File: config.mk
export PLATFORM = sky130hd
export DESIGN_NAME = csr_file_top
export DESIGN_NICKNAME = d
export VERILOG_FILES = /design/src/verilog/csr_pkg.sv /design/src/verilog/csr_file_top.sv /design/src/verilog/csr_read_mux.sv /design/src/verilog/csr_priv_ctrl.sv /design/src/verilog/csr_trap_bank.sv
export SDC_FILE = /design/constraint.sdc
export NUM_CORES = 1
export LEC_CHECK = 0
export BUFFER_PORTS_ARGS = -buffer_cell sky130_fd_sc_hd__clkbuf_2
export CAP_MARGIN = 20
export CORE_ASPECT_RATIO = 1.2
export CORE_MARGIN = 4
export CORE_UTILIZATION = 40
export CTS_CLUSTER_DIAMETER = 40
export DETAILED_ROUTE_END_ITERATION = 10
export PLACE_DENSITY = 0.64
export SYNTH_ARGS = -nofsm -noshare
export SYNTH_HDL_FRONTEND = slang
export SYNTH_SLANG_ARGS = --single-unit
File: constraint.sdc
create_clock -name clk -period 2.91 [get_ports clk]
set_clock_uncertainty 0.2 [all_clocks]
set_input_delay 0.1455 -clock clk [delete_from_list [all_inputs] [get_ports clk]]
set_output_delay 0.1455 -clock clk [all_outputs]
set_load 0.01 [all_outputs]
File: src/verilog/csr_pkg.sv
package csr_pkg;

    // --------------------
    // Widths and basic types
    localparam int XLEN       = 32;
    localparam int CSR_ADDR_W = 12;

    typedef logic [XLEN-1:0]       word_t;
    typedef logic [CSR_ADDR_W-1:0] csr_addr_t;

    // Encoding 2 is reserved and never held
    typedef enum logic [1:0] {
        USER       = 2'd0,
        SUPERVISOR = 2'd1,
        MACHINE    = 2'd3
    } priv_t;

    // --------------------
    // Register layouts
    typedef struct packed {
        logic [8:0] rsvd_31_23;
        logic       tsr;
        logic [8:0] rsvd_21_13;
        logic [1:0] mpp;
        logic [1:0] rsvd_10_9;
        logic       spp;
        logic       mpie;
        logic       rsvd_6;
        logic       spie;
        logic       rsvd_4;
        logic       mie;
        logic       rsvd_2;
        logic       sie;
        logic       rsvd_0;
    } mstatus_t;

    // Mode field is kept but only direct mode is supported
    typedef struct packed {
        logic [29:0] base;
        logic [1:0]  mode;
    } tvec_t;

    typedef struct packed {
        logic       is_interrupt;
        logic [3:0] code;
    } trap_cause_t;

    // --------------------
    // Command bundles from the core
    typedef struct packed {
        logic        valid;
        trap_cause_t cause;
        word_t       value;
        word_t       pc;
    } trap_req_t;

    typedef struct packed {
        logic  valid;
        priv_t level;
    } trap_ret_t;

    typedef struct packed {
        logic      en;
        csr_addr_t addr;
        word_t     data;
    } csr_write_t;

    // State of one trap bank, 101 bits
    typedef struct packed {
        word_t       epc;
        trap_cause_t cause;
        word_t       tval;
        word_t       scratch;
    } trap_bank_t;

    // --------------------
    // CSR addresses
    localparam csr_addr_t CSR_SSTATUS   = 12'h100;
    localparam csr_addr_t CSR_STVEC     = 12'h105;
    localparam csr_addr_t CSR_SSCRATCH  = 12'h140;
    localparam csr_addr_t CSR_SEPC      = 12'h141;
    localparam csr_addr_t CSR_SCAUSE    = 12'h142;
    localparam csr_addr_t CSR_STVAL     = 12'h143;

    localparam csr_addr_t CSR_MSTATUS   = 12'h300;
    localparam csr_addr_t CSR_MISA      = 12'h301;
    localparam csr_addr_t CSR_MEDELEG   = 12'h302;
    localparam csr_addr_t CSR_MTVEC     = 12'h305;
    localparam csr_addr_t CSR_MSCRATCH  = 12'h340;
    localparam csr_addr_t CSR_MEPC      = 12'h341;
    localparam csr_addr_t CSR_MCAUSE    = 12'h342;
    localparam csr_addr_t CSR_MTVAL     = 12'h343;

    localparam csr_addr_t CSR_CYCLE     = 12'hC00;
    localparam csr_addr_t CSR_CYCLEH    = 12'hC80;

    localparam csr_addr_t CSR_MVENDORID = 12'hF11;
    localparam csr_addr_t CSR_MARCHID   = 12'hF12;
    localparam csr_addr_t CSR_MIMPID    = 12'hF13;
    localparam csr_addr_t CSR_MHARTID   = 12'hF14;

    // --------------------
    // Masks and constants
    // sie, mie, spie, mpie, spp, mpp and tsr
    localparam word_t MSTATUS_MASK = 32'h0040_19AA;
    // sie, spie and spp
    localparam word_t SSTATUS_MASK = 32'h0000_0122;
    // RV32I
    localparam word_t MISA_VALUE   = 32'h4000_0100;

    // Architectural view of a stored cause
    function automatic word_t cause_to_word(trap_cause_t cause);
        return {cause.is_interrupt, 27'd0, cause.code};
    endfunction

endpackage
File: src/verilog/csr_file_top.sv
`timescale 1ns/1ps

module csr_file_top #(
    parameter int unsigned HART_ID = 0
) (
    input  logic                clk,
    input  logic                rst,
    input  csr_pkg::trap_req_t  trap,
    input  csr_pkg::trap_ret_t  ret,
    input  csr_pkg::csr_write_t wr,
    input  csr_pkg::csr_addr_t  rd_addr,
    output csr_pkg::word_t      rd_data,
    output csr_pkg::word_t      redirect_pc,
    output csr_pkg::priv_t      priv,
    output csr_pkg::mstatus_t   status,
    output logic                tsr
);

    csr_pkg::priv_t      trap_level;
    csr_pkg::trap_bank_t m_bank;
    csr_pkg::trap_bank_t s_bank;
    csr_pkg::word_t      medeleg;
    csr_pkg::tvec_t      mtvec;
    csr_pkg::tvec_t      stvec;

    // Trap supervisor return flag goes straight to the decoder
    assign tsr = status.tsr;

    csr_priv_ctrl u_priv_ctrl (
        .clk         (clk),
        .rst         (rst),
        .trap        (trap),
        .ret         (ret),
        .wr          (wr),
        .m_bank      (m_bank),
        .s_bank      (s_bank),
        .trap_level  (trap_level),
        .priv        (priv),
        .status      (status),
        .medeleg     (medeleg),
        .mtvec       (mtvec),
        .stvec       (stvec),
        .redirect_pc (redirect_pc)
    );

    // --------------------
    // One bank per trap level
    csr_trap_bank #(.LEVEL(csr_pkg::MACHINE)) u_m_bank (
        .clk        (clk),
        .rst        (rst),
        .trap       (trap),
        .trap_level (trap_level),
        .wr         (wr),
        .bank       (m_bank)
    );

    csr_trap_bank #(.LEVEL(csr_pkg::SUPERVISOR)) u_s_bank (
        .clk        (clk),
        .rst        (rst),
        .trap       (trap),
        .trap_level (trap_level),
        .wr         (wr),
        .bank       (s_bank)
    );

    csr_read_mux #(.HART_ID(HART_ID)) u_read_mux (
        .clk     (clk),
        .rst     (rst),
        .rd_addr (rd_addr),
        .status  (status),
        .medeleg (medeleg),
        .mtvec   (mtvec),
        .stvec   (stvec),
        .m_bank  (m_bank),
        .s_bank  (s_bank),
        .rd_data (rd_data)
    );

endmodule

File: src/verilog/csr_read_mux.sv
`timescale 1ns/1ps

module csr_read_mux #(
    parameter int unsigned HART_ID = 0
) (
    input  logic                clk,
    input  logic                rst,
    input  csr_pkg::csr_addr_t  rd_addr,
    input  csr_pkg::mstatus_t   status,
    input  csr_pkg::word_t      medeleg,
    input  csr_pkg::tvec_t      mtvec,
    input  csr_pkg::tvec_t      stvec,
    input  csr_pkg::trap_bank_t m_bank,
    input  csr_pkg::trap_bank_t s_bank,
    output csr_pkg::word_t      rd_data
);

    logic [63:0] cycle;

    // --------------------
    // Free running cycle counter
    always_ff @(posedge clk) begin
        if (rst) begin
            cycle <= '0;
        end else begin
            cycle <= cycle + 64'd1;
        end
    end

    // --------------------
    // Read decode, same cycle
    always_comb begin
        case (rd_addr)
            csr_pkg::CSR_SSTATUS:
                rd_data = csr_pkg::word_t'(status) & csr_pkg::SSTATUS_MASK;
            csr_pkg::CSR_STVEC:     rd_data = stvec;
            csr_pkg::CSR_SSCRATCH:  rd_data = s_bank.scratch;
            csr_pkg::CSR_SEPC:      rd_data = s_bank.epc;
            csr_pkg::CSR_SCAUSE:    rd_data = csr_pkg::cause_to_word(s_bank.cause);
            csr_pkg::CSR_STVAL:     rd_data = s_bank.tval;

            csr_pkg::CSR_MSTATUS:   rd_data = status;
            csr_pkg::CSR_MISA:      rd_data = csr_pkg::MISA_VALUE;
            csr_pkg::CSR_MEDELEG:   rd_data = medeleg;
            csr_pkg::CSR_MTVEC:     rd_data = mtvec;
            csr_pkg::CSR_MSCRATCH:  rd_data = m_bank.scratch;
            csr_pkg::CSR_MEPC:      rd_data = m_bank.epc;
            csr_pkg::CSR_MCAUSE:    rd_data = csr_pkg::cause_to_word(m_bank.cause);
            csr_pkg::CSR_MTVAL:     rd_data = m_bank.tval;

            csr_pkg::CSR_CYCLE:     rd_data = cycle[31:0];
            csr_pkg::CSR_CYCLEH:    rd_data = cycle[63:32];

            // No vendor, architecture or implementation id
            csr_pkg::CSR_MVENDORID: rd_data = '0;
            csr_pkg::CSR_MARCHID:   rd_data = '0;
            csr_pkg::CSR_MIMPID:    rd_data = '0;
            csr_pkg::CSR_MHARTID:   rd_data = csr_pkg::word_t'(HART_ID);
            default:                rd_data = '0;
        endcase
    end

endmodule

File: src/verilog/csr_priv_ctrl.sv
`timescale 1ns/1ps

module csr_priv_ctrl (
    input  logic                clk,
    input  logic                rst,
    input  csr_pkg::trap_req_t  trap,
    input  csr_pkg::trap_ret_t  ret,
    input  csr_pkg::csr_write_t wr,
    input  csr_pkg::trap_bank_t m_bank,
    input  csr_pkg::trap_bank_t s_bank,
    output csr_pkg::priv_t      trap_level,
    output csr_pkg::priv_t      priv,
    output csr_pkg::mstatus_t   status,
    output csr_pkg::word_t      medeleg,
    output csr_pkg::tvec_t      mtvec,
    output csr_pkg::tvec_t      stvec,
    output csr_pkg::word_t      redirect_pc
);

    csr_pkg::priv_t    priv_next;
    csr_pkg::mstatus_t status_next;
    csr_pkg::word_t    sstatus_merged;

    // mpp is WARL, the reserved encoding falls back to user
    function automatic csr_pkg::mstatus_t legal_mpp(csr_pkg::mstatus_t value);
        csr_pkg::mstatus_t result;
        result = value;
        if (result.mpp == 2'b10) begin
            result.mpp = csr_pkg::USER;
        end
        return result;
    endfunction

    // Delegation looks only at the cause code
    assign trap_level = medeleg[trap.cause.code] ? csr_pkg::SUPERVISOR : csr_pkg::MACHINE;

    assign sstatus_merged = (csr_pkg::word_t'(status) & ~csr_pkg::SSTATUS_MASK)
                          | (wr.data & csr_pkg::SSTATUS_MASK);

    // --------------------
    // Next privilege and status
    always_comb begin
        priv_next   = priv;
        status_next = status;
        if (trap.valid) begin
            priv_next = trap_level;
            if (trap_level == csr_pkg::MACHINE) begin
                status_next.mpp = priv;
            end else begin
                status_next.spp = priv[0];
            end
        end else if (ret.valid) begin
            if (ret.level == csr_pkg::MACHINE) begin
                priv_next       = csr_pkg::priv_t'(status.mpp);
                status_next.mie = status.mpie;
                status_next.mpp = csr_pkg::USER;
            end else if (ret.level == csr_pkg::SUPERVISOR) begin
                priv_next       = status.spp ? csr_pkg::SUPERVISOR : csr_pkg::USER;
                status_next.sie = status.spie;
                status_next.spp = 1'b0;
            end
        end else if (wr.en && wr.addr == csr_pkg::CSR_MSTATUS) begin
            status_next = legal_mpp(csr_pkg::mstatus_t'(wr.data & csr_pkg::MSTATUS_MASK));
        end else if (wr.en && wr.addr == csr_pkg::CSR_SSTATUS) begin
            status_next = csr_pkg::mstatus_t'(sstatus_merged);
        end
    end

    // --------------------
    // Pc redirect, zero when idle
    always_comb begin
        redirect_pc = '0;
        if (trap.valid) begin
            if (trap_level == csr_pkg::MACHINE) begin
                redirect_pc = {mtvec.base, 2'b00};
            end else begin
                redirect_pc = {stvec.base, 2'b00};
            end
        end else if (ret.valid) begin
            if (ret.level == csr_pkg::MACHINE) begin
                redirect_pc = m_bank.epc;
            end else if (ret.level == csr_pkg::SUPERVISOR) begin
                redirect_pc = s_bank.epc;
            end
        end
    end

    always_ff @(posedge clk) begin
        if (rst) begin
            priv    <= csr_pkg::MACHINE;
            status  <= '0;
            medeleg <= '0;
            mtvec   <= '0;
            stvec   <= '0;
        end else begin
            priv   <= priv_next;
            status <= status_next;
            if (wr.en && wr.addr == csr_pkg::CSR_MEDELEG) begin
                medeleg <= wr.data;
            end
            if (wr.en && wr.addr == csr_pkg::CSR_MTVEC) begin
                mtvec <= csr_pkg::tvec_t'(wr.data);
            end
            if (wr.en && wr.addr == csr_pkg::CSR_STVEC) begin
                stvec <= csr_pkg::tvec_t'(wr.data);
            end
        end
    end

    // Core issues traps and returns in separate cycles
    a_trap_ret_excl: assert property (@(posedge clk) disable iff (rst)
        !(trap.valid && ret.valid));

    // Reserved privilege encoding never reached
    a_priv_legal: assert property (@(posedge clk) disable iff (rst)
        priv != 2'b10);

endmodule

File: src/verilog/csr_trap_bank.sv
`timescale 1ns/1ps

module csr_trap_bank #(
    parameter csr_pkg::priv_t LEVEL = csr_pkg::MACHINE
) (
    input  logic                clk,
    input  logic                rst,
    input  csr_pkg::trap_req_t  trap,
    input  csr_pkg::priv_t      trap_level,
    input  csr_pkg::csr_write_t wr,
    output csr_pkg::trap_bank_t bank
);

    // --------------------
    // Address decode for this level
    localparam csr_pkg::csr_addr_t BASE =
        (LEVEL == csr_pkg::MACHINE) ? csr_pkg::CSR_MSCRATCH : csr_pkg::CSR_SSCRATCH;

    logic hit_scratch;
    logic hit_epc;
    logic hit_cause;
    logic hit_tval;
    logic capture;

    assign hit_scratch = wr.en && wr.addr == BASE;
    assign hit_epc     = wr.en && wr.addr == BASE + 12'd1;
    assign hit_cause   = wr.en && wr.addr == BASE + 12'd2;
    assign hit_tval    = wr.en && wr.addr == BASE + 12'd3;

    // Trap aimed at this level
    assign capture = trap.valid && trap_level == LEVEL;

    always_ff @(posedge clk) begin
        if (rst) begin
            bank <= '0;
        end else begin
            if (hit_scratch) begin
                bank.scratch <= wr.data;
            end
            if (capture) begin
                bank.epc   <= trap.pc;
                bank.cause <= trap.cause;
                bank.tval  <= trap.value;
            end else begin
                if (hit_epc) begin
                    bank.epc <= wr.data;
                end
                // Only the interrupt flag and the low code bits are stored
                if (hit_cause) begin
                    bank.cause <= {wr.data[31], wr.data[3:0]};
                end
                if (hit_tval) begin
                    bank.tval <= wr.data;
                end
            end
        end
    end

    a_level_legal: assert property (@(posedge clk)
        LEVEL == csr_pkg::MACHINE || LEVEL == csr_pkg::SUPERVISOR);

endmodule

Word level (Yosys, flattened, before mapping):

Cells that the tools add are included.

* flip-flop bits (word level): 396
* logic and storage cells: 149

* add/sub/neg operators: 1
* order comparisons: 1
* eq/ne operators: 42
* muxes and demuxes: 39
* bitwise logic cells: 3
* reductions and logical operators: 32

Operator list (count)
* $pmux W32 S16: 1
* $mux W32: 11
* $eq A12 B10 Y1 const B: 15
* $eq A12 B9 Y1 const B: 12
* $mux W69: 2
* $add A64 B1 Y64 const B: 1
* $or A32 B9 Y32: 1
* $eq A12 B12 Y1 const B: 2
* $mux W2: 10
* $reduce_bool A2 Y1: 8
* $logic_and A1 B1 Y1: 15
* $mux W1: 12
* $mux W5: 2
* $reduce_and A3 Y1: 3
* $reduce_and A4 Y1: 2
* $eq A2 B2 Y1 const B: 3
* $lt A4 B6 Y1 const B: 1
* $ne A2 B1 Y1 const B: 3
* $ne A3 B2 Y1 const B: 2
* $reduce_bool A3 Y1: 2
* $bmux W1 S4: 1
* $eq A2 B1 Y1 const B: 2
* $ne A2 B2 Y1 const B: 2
* $reduce_bool A4 Y1: 1
* other kinds (3): 4

Depth between registers and ports, before layout:

Gate-level depths: netlist of the first run.

* depth after elaboration: 6
* depth in mapped cells: 8

Hierarchy:

Synthesis of the first run repeated with hierarchy kept, for this count alone.

* cells, all modules: 2410
* area, all modules: 21509.4 sq um

Modules (own cells, without submodules)
* csr_read_mux: times used 1, cells an instance 828, area an instance 6243.5 sq um, sequential area each 1281.2 sq um
* csr_priv_ctrl: times used 1, cells an instance 616, area an instance 5363.9 sq um, sequential area each 2122.0 sq um
* csr_trap_bank (u_m_bank): times used 1, cells an instance 483, area an instance 4951.0 sq um, sequential area each 2021.9 sq um
* csr_trap_bank (u_s_bank): times used 1, cells an instance 482, area an instance 4943.5 sq um, sequential area each 2021.9 sq um
* csr_file_top: times used 1, cells an instance 1, area an instance 7.5 sq um, sequential area each 0.0 sq um

Worst setup path after synthesis of the first run:

OpenSTA, ideal clock, no wires.

* kind: flip-flop to flip-flop
* start: reg u_read_mux.cycle[6]
* end: reg u_read_mux.cycle[31]
* data arrival time: 2.072 ns
* data required time: 2.589 ns
* path slack: 0.517 ns
* cell stages (with the launch flop): 7
* buffers on the path: 1
* cell sequence: dfxtp_1 > nand4_1 > nor4_4 > nand3_1 > clkbuf_1 > nor4_1 > mux2_2

* cells in the longest elaborated chain, start to end: 1

RTL lines
* start, declared: line csr_read_mux.sv:18 `logic [63:0] cycle;`
* start signal, assigned: line csr_read_mux.sv:26 `cycle <= cycle + 64'd1;`
* $add A64 B1 Y64: line csr_read_mux.sv:26

No other way between the ends.
A chain may end at the register's enable or synchronous reset.

Final worst setup path of the first run:

* start: reg u_priv_ctrl.medeleg[15]
* end: out redirect_pc[8]

* cells in the longest elaborated chain, start to end: 6

RTL lines
* start, declared: line csr_priv_ctrl.sv:14 `output csr_pkg::word_t medeleg,`
* start signal, assigned: line csr_priv_ctrl.sv:99 `medeleg <= wr.data;`
* $bmux W1 S4: line csr_priv_ctrl.sv:35 `assign trap_level = medeleg[trap.cause.code] ? csr_pkg::SUPERVISOR : csr_pkg::MACHINE;`
* $mux W1 (implied by the code): line csr_priv_ctrl.sv:35
* $mux W2: line csr_priv_ctrl.sv:35
* $eq A2 B2 Y1: line csr_priv_ctrl.sv:74 `if (trap_level == csr_pkg::MACHINE) begin`
* $mux W32: line csr_priv_ctrl.sv:74
* $mux W32: line csr_priv_ctrl.sv:73 `if (trap.valid) begin`
* end, declared: line csr_file_top.sv:13 `output csr_pkg::word_t redirect_pc,`

No other way between the ends. The select of a mux whose other input is x is not followed.

==> results.sh, run 1 <==
export IMPL_arrival_worst_endpoint_ns=2.77
export IMPL_vertical_die_dimension_um=249
export IMPL_post_route_cells_drive_above_1_share_pct=21.6
export IMPL_synth_async_reset_ratio_pct=0
export IMPL_routedWlPerCell_um=26.0
export IMPL_drt_pass1_iterations=7
export IMPL_peakVddDrop_uv=539
export IMPL_antenna_found_initial=0
export IMPL_route_vias_total=21800
export IMPL_total_power_divided_by_cell_area_nw_per_um2=499
export IMPL_yosys_cell_types_count=65
export IMPL_initial_utilization_pct=40.3
export IMPL_crit_path_top_delay_cell="sky130_fd_sc_hd__mux4_2"
export IMPL_dieArea_um2=52000
export IMPL_status="finished, violations left"
export IMPL_timing_setup_critical_path_class="reg -> out"
export IMPL_maxClockFrequency_mhz=321
export IMPL_synth_yosys_seq_area_share_pct=38.5
export IMPL_post_synth_main_area_contributors="sky130_fd_sc_hd__dfxtp_1, sky130_fd_sc_hd__nand2_1, sky130_fd_sc_hd__a21oi_1"
export IMPL_tritoncts="yes"
export IMPL_mappedNetlistArea_um2=19400
export IMPL_worstPathCellList="mux4_2 -> mux4_2 -> nor2b_4 -> buf_12 -> clkbuf_16 -> nand2_1 -> nand2_2 -> buf_6"
export IMPL_cts_made_buffers=51
export IMPL_vias_per_cell=6.33
export IMPL_most_used_cells_in_the_layout_excluding_fill_and_tap_cells="sky130_fd_sc_hd__nand2_1, sky130_fd_sc_hd__dfxtp_1, sky130_fd_sc_hd__a21oi_1"
export IMPL_worst_hold_path_type="in -> reg"
export IMPL_worst_endpoint_required_ns=2.56
export IMPL_grt_remaining_overflow=0
export IMPL_width_of_the_die_um=209
export IMPL_layout_area_overhead_vs_synth_pct=31.6
export IMPL_drc=0
export IMPL_static_leakage_power_uw=0.00972
export IMPL_synth_flop_cell="sky130_fd_sc_hd__dfxtp_1"
export IMPL_design_final_nets=2902
export IMPL_number_of_buffers_between_clock_root_and_the_deepest_sink=3
export IMPL_layout_commonest_cell="sky130_fd_sc_hd__nand2_1"
export IMPL_tightest_slew_ns=1.17
export IMPL_hold_ws_ns=0.0274
export IMPL_critPathLaunchType="flop"
export IMPL_final_worst_path_period_need_ns=3.11
export IMPL_h_tree_depth=2
export IMPL_number_of_global_route_vias_before_repair=20500
export IMPL_io_buffers=206
export IMPL_synth_warn=0
export IMPL_timing_critical_path_mode_cell="sky130_fd_sc_hd__mux4_2"
export IMPL_grt_max_degree=136
export IMPL_postRouteWirelength_um=89400
export IMPL_placementRows=88
export IMPL_layout_setup_ws_ns=-0.204
export IMPL_grt_first_pass_wirelength_um=128000
export IMPL_syn_mean_instance_area_um2=7.97
export IMPL_critical_path_endpoint_type="output port"
export IMPL_clk_pin_slew_ns=0.05
export IMPL_finalSetupViolCount=57
export IMPL_detailedPlace_worstSlack_ns=0.155
export IMPL_clock_insertion_delay_worst_skew_ns=0.60
export IMPL_cts_root_buffer_cell="sky130_fd_sc_hd__clkbuf_16"
export IMPL_synth_enable_flop_cells=0
export IMPL_drt_iter0_markers=2997
export IMPL_totalNegativeSetupSlack_ns=-6.36
export IMPL_clock_net_sink_count=372
export IMPL_utilization_pct=53.1
export IMPL_final_fill_count=4433
export IMPL_synthDominantCellAreaShare_pct=38.5
export IMPL_detailed_place_hpwl_um=56900
export IMPL_timing_critical_path_slowest_cell_delay_ns=0.54
export IMPL_core_area_um2=48000
export IMPL_failed_checks="negative setup slack"
export IMPL_final_max_slew_viol_count=0
export IMPL_maxCapViolCount=0
export IMPL_post_place_cells=3161
export IMPL_layout_worst_path_cycle_share_pct=107
export IMPL_grtUsageTotal_pct=31.4
export IMPL_globalplace_congestion=0.963
export IMPL_netlist_top_cell_by_area="sky130_fd_sc_hd__dfxtp_1"
export IMPL_grt_setup_unrepaired="true"
export IMPL_io_pin_count=231
export IMPL_synth_cells=2430
export IMPL_critical_path_max_fanout=7
export IMPL_postRouteAntennaNets=0
export IMPL_final_hold_violation_count=0
export IMPL_synth_seq_cells=372
export IMPL_worst_slew_margin_rel_pct=21.7
export IMPL_finalNonFillerCells=3442
## cell families (layout without fill, tap and decap cells)
kind of cell | Yosys count | after routing | share of synthesized area, %
AO/OA/AOI/OAI | 617 | 617 | 24.0
other | 1 | 25 | 0.0194
flip-flops | 372 | 372 | 38.5
XOR/XNOR | 25 | 25 | 1.13
multiplexers | 119 | 119 | 6.73
buffers and inverters | 268 | 626 | 6.10
AND/OR/NAND/NOR | 1027 | 1027 | 23.5
adder cells (fa/ha/maj) | 1 | 1 | 0.0646
## worst paths after layout
path	start	end	slack, ns	cells after the start
worst max-delay path	u_priv_ctrl.medeleg[15]	redirect_pc[8]	-0.20	8
worst min-delay path	wr[44]	u_s_bank.bank[66]	0.03	6
worst max register to register	u_priv_ctrl.medeleg[15]	u_m_bank.bank[53]	-0.13	7
worst min register to register	u_m_bank.bank[30]	u_m_bank.bank[30]	0.26	2
## registers in the layout, summed over array words and instances, names as in the netlist
signal / count
u_s_bank.bank: 101
u_priv_ctrl.stvec: 32
u_priv_ctrl.medeleg: 32
u_priv_ctrl.mtvec: 32
u_m_bank.bank: 101
u_read_mux.cycle: 64
u_priv_ctrl.status: 8
u_priv_ctrl.priv: 2
## Yosys cell counts, types with 5 or more instances
cell type / number
sky130_fd_sc_hd__a211oi_1: 69
sky130_fd_sc_hd__a21oi_1: 211
sky130_fd_sc_hd__a221oi_1: 27
sky130_fd_sc_hd__a222oi_1: 46
sky130_fd_sc_hd__a22o_1: 25
sky130_fd_sc_hd__a22oi_1: 68
sky130_fd_sc_hd__a311oi_1: 20
sky130_fd_sc_hd__a311oi_2: 50
sky130_fd_sc_hd__and3_1: 17
sky130_fd_sc_hd__and4_1: 6
sky130_fd_sc_hd__buf_1: 10
sky130_fd_sc_hd__buf_2: 14
sky130_fd_sc_hd__buf_4: 28
sky130_fd_sc_hd__buf_6: 7
sky130_fd_sc_hd__clkbuf_1: 196
sky130_fd_sc_hd__dfxtp_1: 372
sky130_fd_sc_hd__inv_1: 13
sky130_fd_sc_hd__mux2_2: 19
sky130_fd_sc_hd__mux2i_1: 93
sky130_fd_sc_hd__mux4_2: 7
sky130_fd_sc_hd__nand2_1: 565
sky130_fd_sc_hd__nand3_1: 69
sky130_fd_sc_hd__nand4_1: 28
sky130_fd_sc_hd__nor2_1: 212
sky130_fd_sc_hd__nor2b_1: 9
sky130_fd_sc_hd__nor3_1: 26
sky130_fd_sc_hd__nor3b_1: 5
sky130_fd_sc_hd__nor4_1: 6
sky130_fd_sc_hd__nor4bb_1: 5
sky130_fd_sc_hd__o21ai_0: 25
sky130_fd_sc_hd__o22ai_1: 11
sky130_fd_sc_hd__o2bb2ai_1: 19
sky130_fd_sc_hd__o31ai_1: 28
sky130_fd_sc_hd__or2_2: 7
sky130_fd_sc_hd__or3_1: 11
sky130_fd_sc_hd__or4_1: 28
sky130_fd_sc_hd__xnor2_1: 5
sky130_fd_sc_hd__xor2_1: 20
## cell type report
cell class | instances | area [um2] | share of cell area, %
diodes | 1 | 2.50 | 0.00982
clock buffers | 62 | 1430 | 5.61
clock inverters | 33 | 348 | 1.37
inverters | 13 | 48.8 | 0.192
multi-input cells | 1813 | 11100 | 43.4
flip-flops and latches | 372 | 7460 | 29.3
well taps | 630 | 788 | 3.09
repair buffers | 518 | 4350 | 17.1
## metrics by stage
| stage | power (uW) | cell area [um2] |
|---|---|---|
| floorplan | 5790 | 19400 |
| global route | 13000 | 25500 |
| global placement | 6110 | 21400 |
| finish | 12700 | 25500 |
| CTS | 12700 | 25000 |
| detailed placement | 6130 | 21400 |
## metal layers
layer | part of all wire [%] | GRT usage [%] | wire [um] | up-vias
met4 | 6.4 | 16.2 | 5760 | 0
met3 | 12 | 6.44 | 10300 | 344
met5 | 0 | 0 | 0 | -
met2 | 45 | 50.1 | 40300 | 1550
met1 | 37 | 40.2 | 33000 | 10400
li1 | - | - | - | 9461
## where the power goes
part	switching, uW	internal (uW)	leakage (uW)
registers	66.4	5170	0.00302
logic	593	377	0.00583
clock network	2610	3910	0.000865
## repair_timing
item / CTS / global route
resized for setup: 18 / 109
hold buffers: 165 / 0
pin swaps: 2 / 11
buffers inserted: 7 / 6
endpoints found under the hold margin: 329 / 0
setup endpoints to repair: 30 / 60
gates cloned: 0 / 9
## critical path, delay by kind of cell, from the launching register on
kind	cells	cell delay [ns]
flip-flops	1	0.33
multiplexers	2	1.06
buffers and inverters	3	0.44
AND/OR/NAND/NOR	3	0.33
Note: power is estimated with default switching activity, not from simulation.
==> inputs of run 2 (changes only) <==
--- a/config.mk
+++ b/config.mk
@@ -7,12 +7,12 @@
 export LEC_CHECK = 0
 export BUFFER_PORTS_ARGS = -buffer_cell sky130_fd_sc_hd__clkbuf_2
 export CAP_MARGIN = 20
-export CORE_ASPECT_RATIO = 1.2
 export CORE_MARGIN = 4
 export CORE_UTILIZATION = 40
 export CTS_CLUSTER_DIAMETER = 40
 export DETAILED_ROUTE_END_ITERATION = 10
 export PLACE_DENSITY = 0.64
+export REMOVE_ABC_BUFFERS = 1
 export SYNTH_ARGS = -nofsm -noshare
 export SYNTH_HDL_FRONTEND = slang
 export SYNTH_SLANG_ARGS = --single-unit
==> results.sh, run 2 (same netlist as run 1, synthesis figures left out) <==
export IMPL_maxClockFrequency_mhz=321
export IMPL_arrival_worst_endpoint_ns=2.77
export IMPL_io_buffers=206
export IMPL_initial_utilization_pct=40.6
export IMPL_antenna_found_initial=10
export IMPL_status="finished, violations left"
export IMPL_grt_first_pass_wirelength_um=123000
export IMPL_number_of_global_route_vias_before_repair=19900
export IMPL_p_sw_share_pct=25.6
export IMPL_vertical_die_dimension_um=228
export IMPL_grt_use_met3_pct=6.51
export IMPL_final_max_slew_viol_count=0
export IMPL_grt_remaining_overflow=0
export IMPL_grtUsageMet2_pct=48.2
export IMPL_r2r_end="u_s_bank.bank[34]"
export IMPL_maxCapViolCount=0
export IMPL_postRouteAntennaNets=0
export IMPL_grt_max_degree=81
export IMPL_drt_pass1_iterations=8
export IMPL_most_used_cells_in_the_layout_excluding_fill_and_tap_cells="sky130_fd_sc_hd__nand2_1, sky130_fd_sc_hd__dfxtp_1, sky130_fd_sc_hd__a21oi_1"
export IMPL_routedWlPerCell_um=24.5
export IMPL_number_of_buffers_between_clock_root_and_the_deepest_sink=3
export IMPL_reg2regPathDepth=8
export IMPL_worst_endpoint_required_ns=2.56
export IMPL_layout_setup_ws_ns=-0.202
export IMPL_h_tree_depth=2
export IMPL_grtUsageTotal_pct=29.9
export IMPL_final_worst_path_period_need_ns=3.11
export IMPL_static_leakage_power_uw=0.00875
export IMPL_postRouteWirelength_um=82400
export IMPL_pwr_share_comb_pct=6.9
export IMPL_power_frac_clock_pct=53.2
export IMPL_cts_made_buffers=55
export IMPL_tritoncts="yes"
export IMPL_layout_top_registers="u_m_bank.bank x101, u_s_bank.bank x101, u_read_mux.cycle x64"
export IMPL_layout_commonest_cell="sky130_fd_sc_hd__nand2_1"
export IMPL_peakVddDrop_uv=429
export IMPL_critical_path_endpoint_type="output port"
export IMPL_critPathLaunchType="flop"
export IMPL_detailedPlace_worstSlack_ns=0.179
export IMPL_drt_iter0_markers=2830
export IMPL_timing_setup_critical_path_class="reg -> out"
export IMPL_design_final_nets=2835
export IMPL_clock_insertion_delay_worst_skew_ns=0.61
export IMPL_path_delay_family="compound AO/OA/AOI/OAI gates"
export IMPL_globalplace_congestion=0.944
export IMPL_vias_per_cell=6.21
export IMPL_global_route_usage_met1_pct=39.2
export IMPL_critical_path_max_fanout=29
export IMPL_drc=0
export IMPL_dieArea_um2=52000
export IMPL_tightest_slew_ns=1.04
export IMPL_layout_area_overhead_vs_synth_pct=26.9
export IMPL_placementRows=80
export IMPL_core_area_um2=47700
export IMPL_detailed_place_hpwl_um=55600
export IMPL_worst_hold_path_type="in -> reg"
export IMPL_cts_root_buffer_cell="sky130_fd_sc_hd__clkbuf_16"
export IMPL_grt_busiest_layer="met2"
export IMPL_clock_net_sink_count=372
export IMPL_final_fill_count=4488
export IMPL_intPower_uw=9770
export IMPL_rr_startpoint="u_priv_ctrl.medeleg[13]"
export IMPL_total_power_divided_by_cell_area_nw_per_um2=534
export IMPL_hold_path_depth=4
export IMPL_hp_start="trap[64]"
export IMPL_io_pin_count=231
export IMPL_regToRegSetupSlack_ns=0.10
export IMPL_final_hold_violation_count=0
export IMPL_hold_ws_ns=0.0276
export IMPL_hold_path_endpoint="u_s_bank.bank[65]"
export IMPL_timing_critical_path_slowest_cell_delay_ns=0.51
export IMPL_clk_pin_slew_ns=0.06
export IMPL_seq_power_share_pct=39.9
export IMPL_route_vias_total=20900
export IMPL_width_of_the_die_um=228
export IMPL_crit_path_top_delay_cell="sky130_fd_sc_hd__mux4_2"
export IMPL_grt_setup_unrepaired="true"
export IMPL_net_switching_power_uw=3350
export IMPL_worst_slew_margin_rel_pct=30.8
export IMPL_cp_num_buf_inv=2
export IMPL_finalSetupViolCount=30
export IMPL_layout_worst_path_cycle_share_pct=107
export IMPL_failed_checks="negative setup slack"
export IMPL_worstPathCellList="mux4_2 -> a22oi_2 -> o21ai_2 -> buf_12 -> a222oi_1 -> nand2_1 -> clkbuf_2"
export IMPL_worstSetupPathDepth=7
export IMPL_post_route_cells_drive_above_1_share_pct=20.4
[run 2: changes by cell type in the layout (fill, tap and decap cells not counted), sizes merged]
cell	delta
inv	+2
buf	-18
dlygate4sd3	-14
clkinv	-2
clkinvlp	+2
diode	+3
dlymetal6s4s	-33
clkbuf	-1
bufinv	+1
[run 2: worst max-delay path by stage]
stage	from	end	slack, ns
6_report	u_priv_ctrl.medeleg[13]	redirect_pc[31]	-0.20
3_3_place_gp	trap[66]	redirect_pc[19]	0.18
2_1_floorplan	u_priv_ctrl.medeleg[15]	u_m_bank.bank[32]	-1.86
4_1_cts	u_priv_ctrl.medeleg[13]	redirect_pc[21]	-0.16
5_1_grt	u_priv_ctrl.medeleg[13]	redirect_pc[31]	-0.26
3_5_place_dp	rd_addr[9]	rd_data[21]	0.18
[run 2: layer usage]
layer / wire (um) / up-vias
met5: 87 / -
met4: 3490 / 12
met3: 8680 / 259
met2: 37400 / 1260
met1: 32700 / 10100
li1: - / 9327
[run 2: timing repair]
item                                   CTS  global route
endpoints found under the hold margin  348             0
pin swaps                                2             3
gates resized for setup                 13            39
setup endpoints to repair               30            32
gates cloned                             0             0
hold buffers                           117             0
setup buffers                            1             2
[run 2: worst register-to-register path, delay by kind of cell, from the launching register on]
family          cells  cell delay (ns)
compound gates      3             0.81
buf+inv             3             0.81
mux                 1             0.51
flops               1             0.34
simple gates        1             0.09
[run 2: power groups by stage]
stage | sequential [uW] | clock (uW) | combinational [uW]
final | 5230 | 6980 | 902
after global routing | 5240 | 7210 | 958
after CTS | 5230 | 7010 | 880
after detailed placement | 5340 | 0 | 751
after global placement | 5340 | 0 | 737
after floorplan | 5320 | 0 | 281
[run 2: final cells by class]
cell class | instances | area, um2 | area share, %
diodes | 4 | 10.0 | 0.0407
clock buffers | 67 | 1520 | 6.20
clock inverters | 36 | 414 | 1.69
inverters | 13 | 48.8 | 0.199
multi-input cells | 1813 | 11000 | 44.6
flip-flops and latches | 372 | 7460 | 30.3
well taps | 615 | 769 | 3.13
repair buffers | 447 | 3380 | 13.8
[run 2: metrics by stage]
| stage | TNS [ns] | power, uW | cells | utilization, % | instance area, um2 |
|---|---|---|---|---|---|
| final | -3.46 | 13100 | 3367 | 51.5 | 24600 |
| after global routing | -5.39 | 13400 | 3363 | 51.4 | 24600 |
| after CTS | -3.94 | 13100 | 3361 | 51.3 | 24500 |
| after detailed placement | 0 | 6090 | 3140 | 44.7 | 21300 |
| after global placement | 0 | 6080 | 3140 | 44.7 | 21300 |
| after floorplan | -227.26 | 5600 | 2198 | - | 18300 |
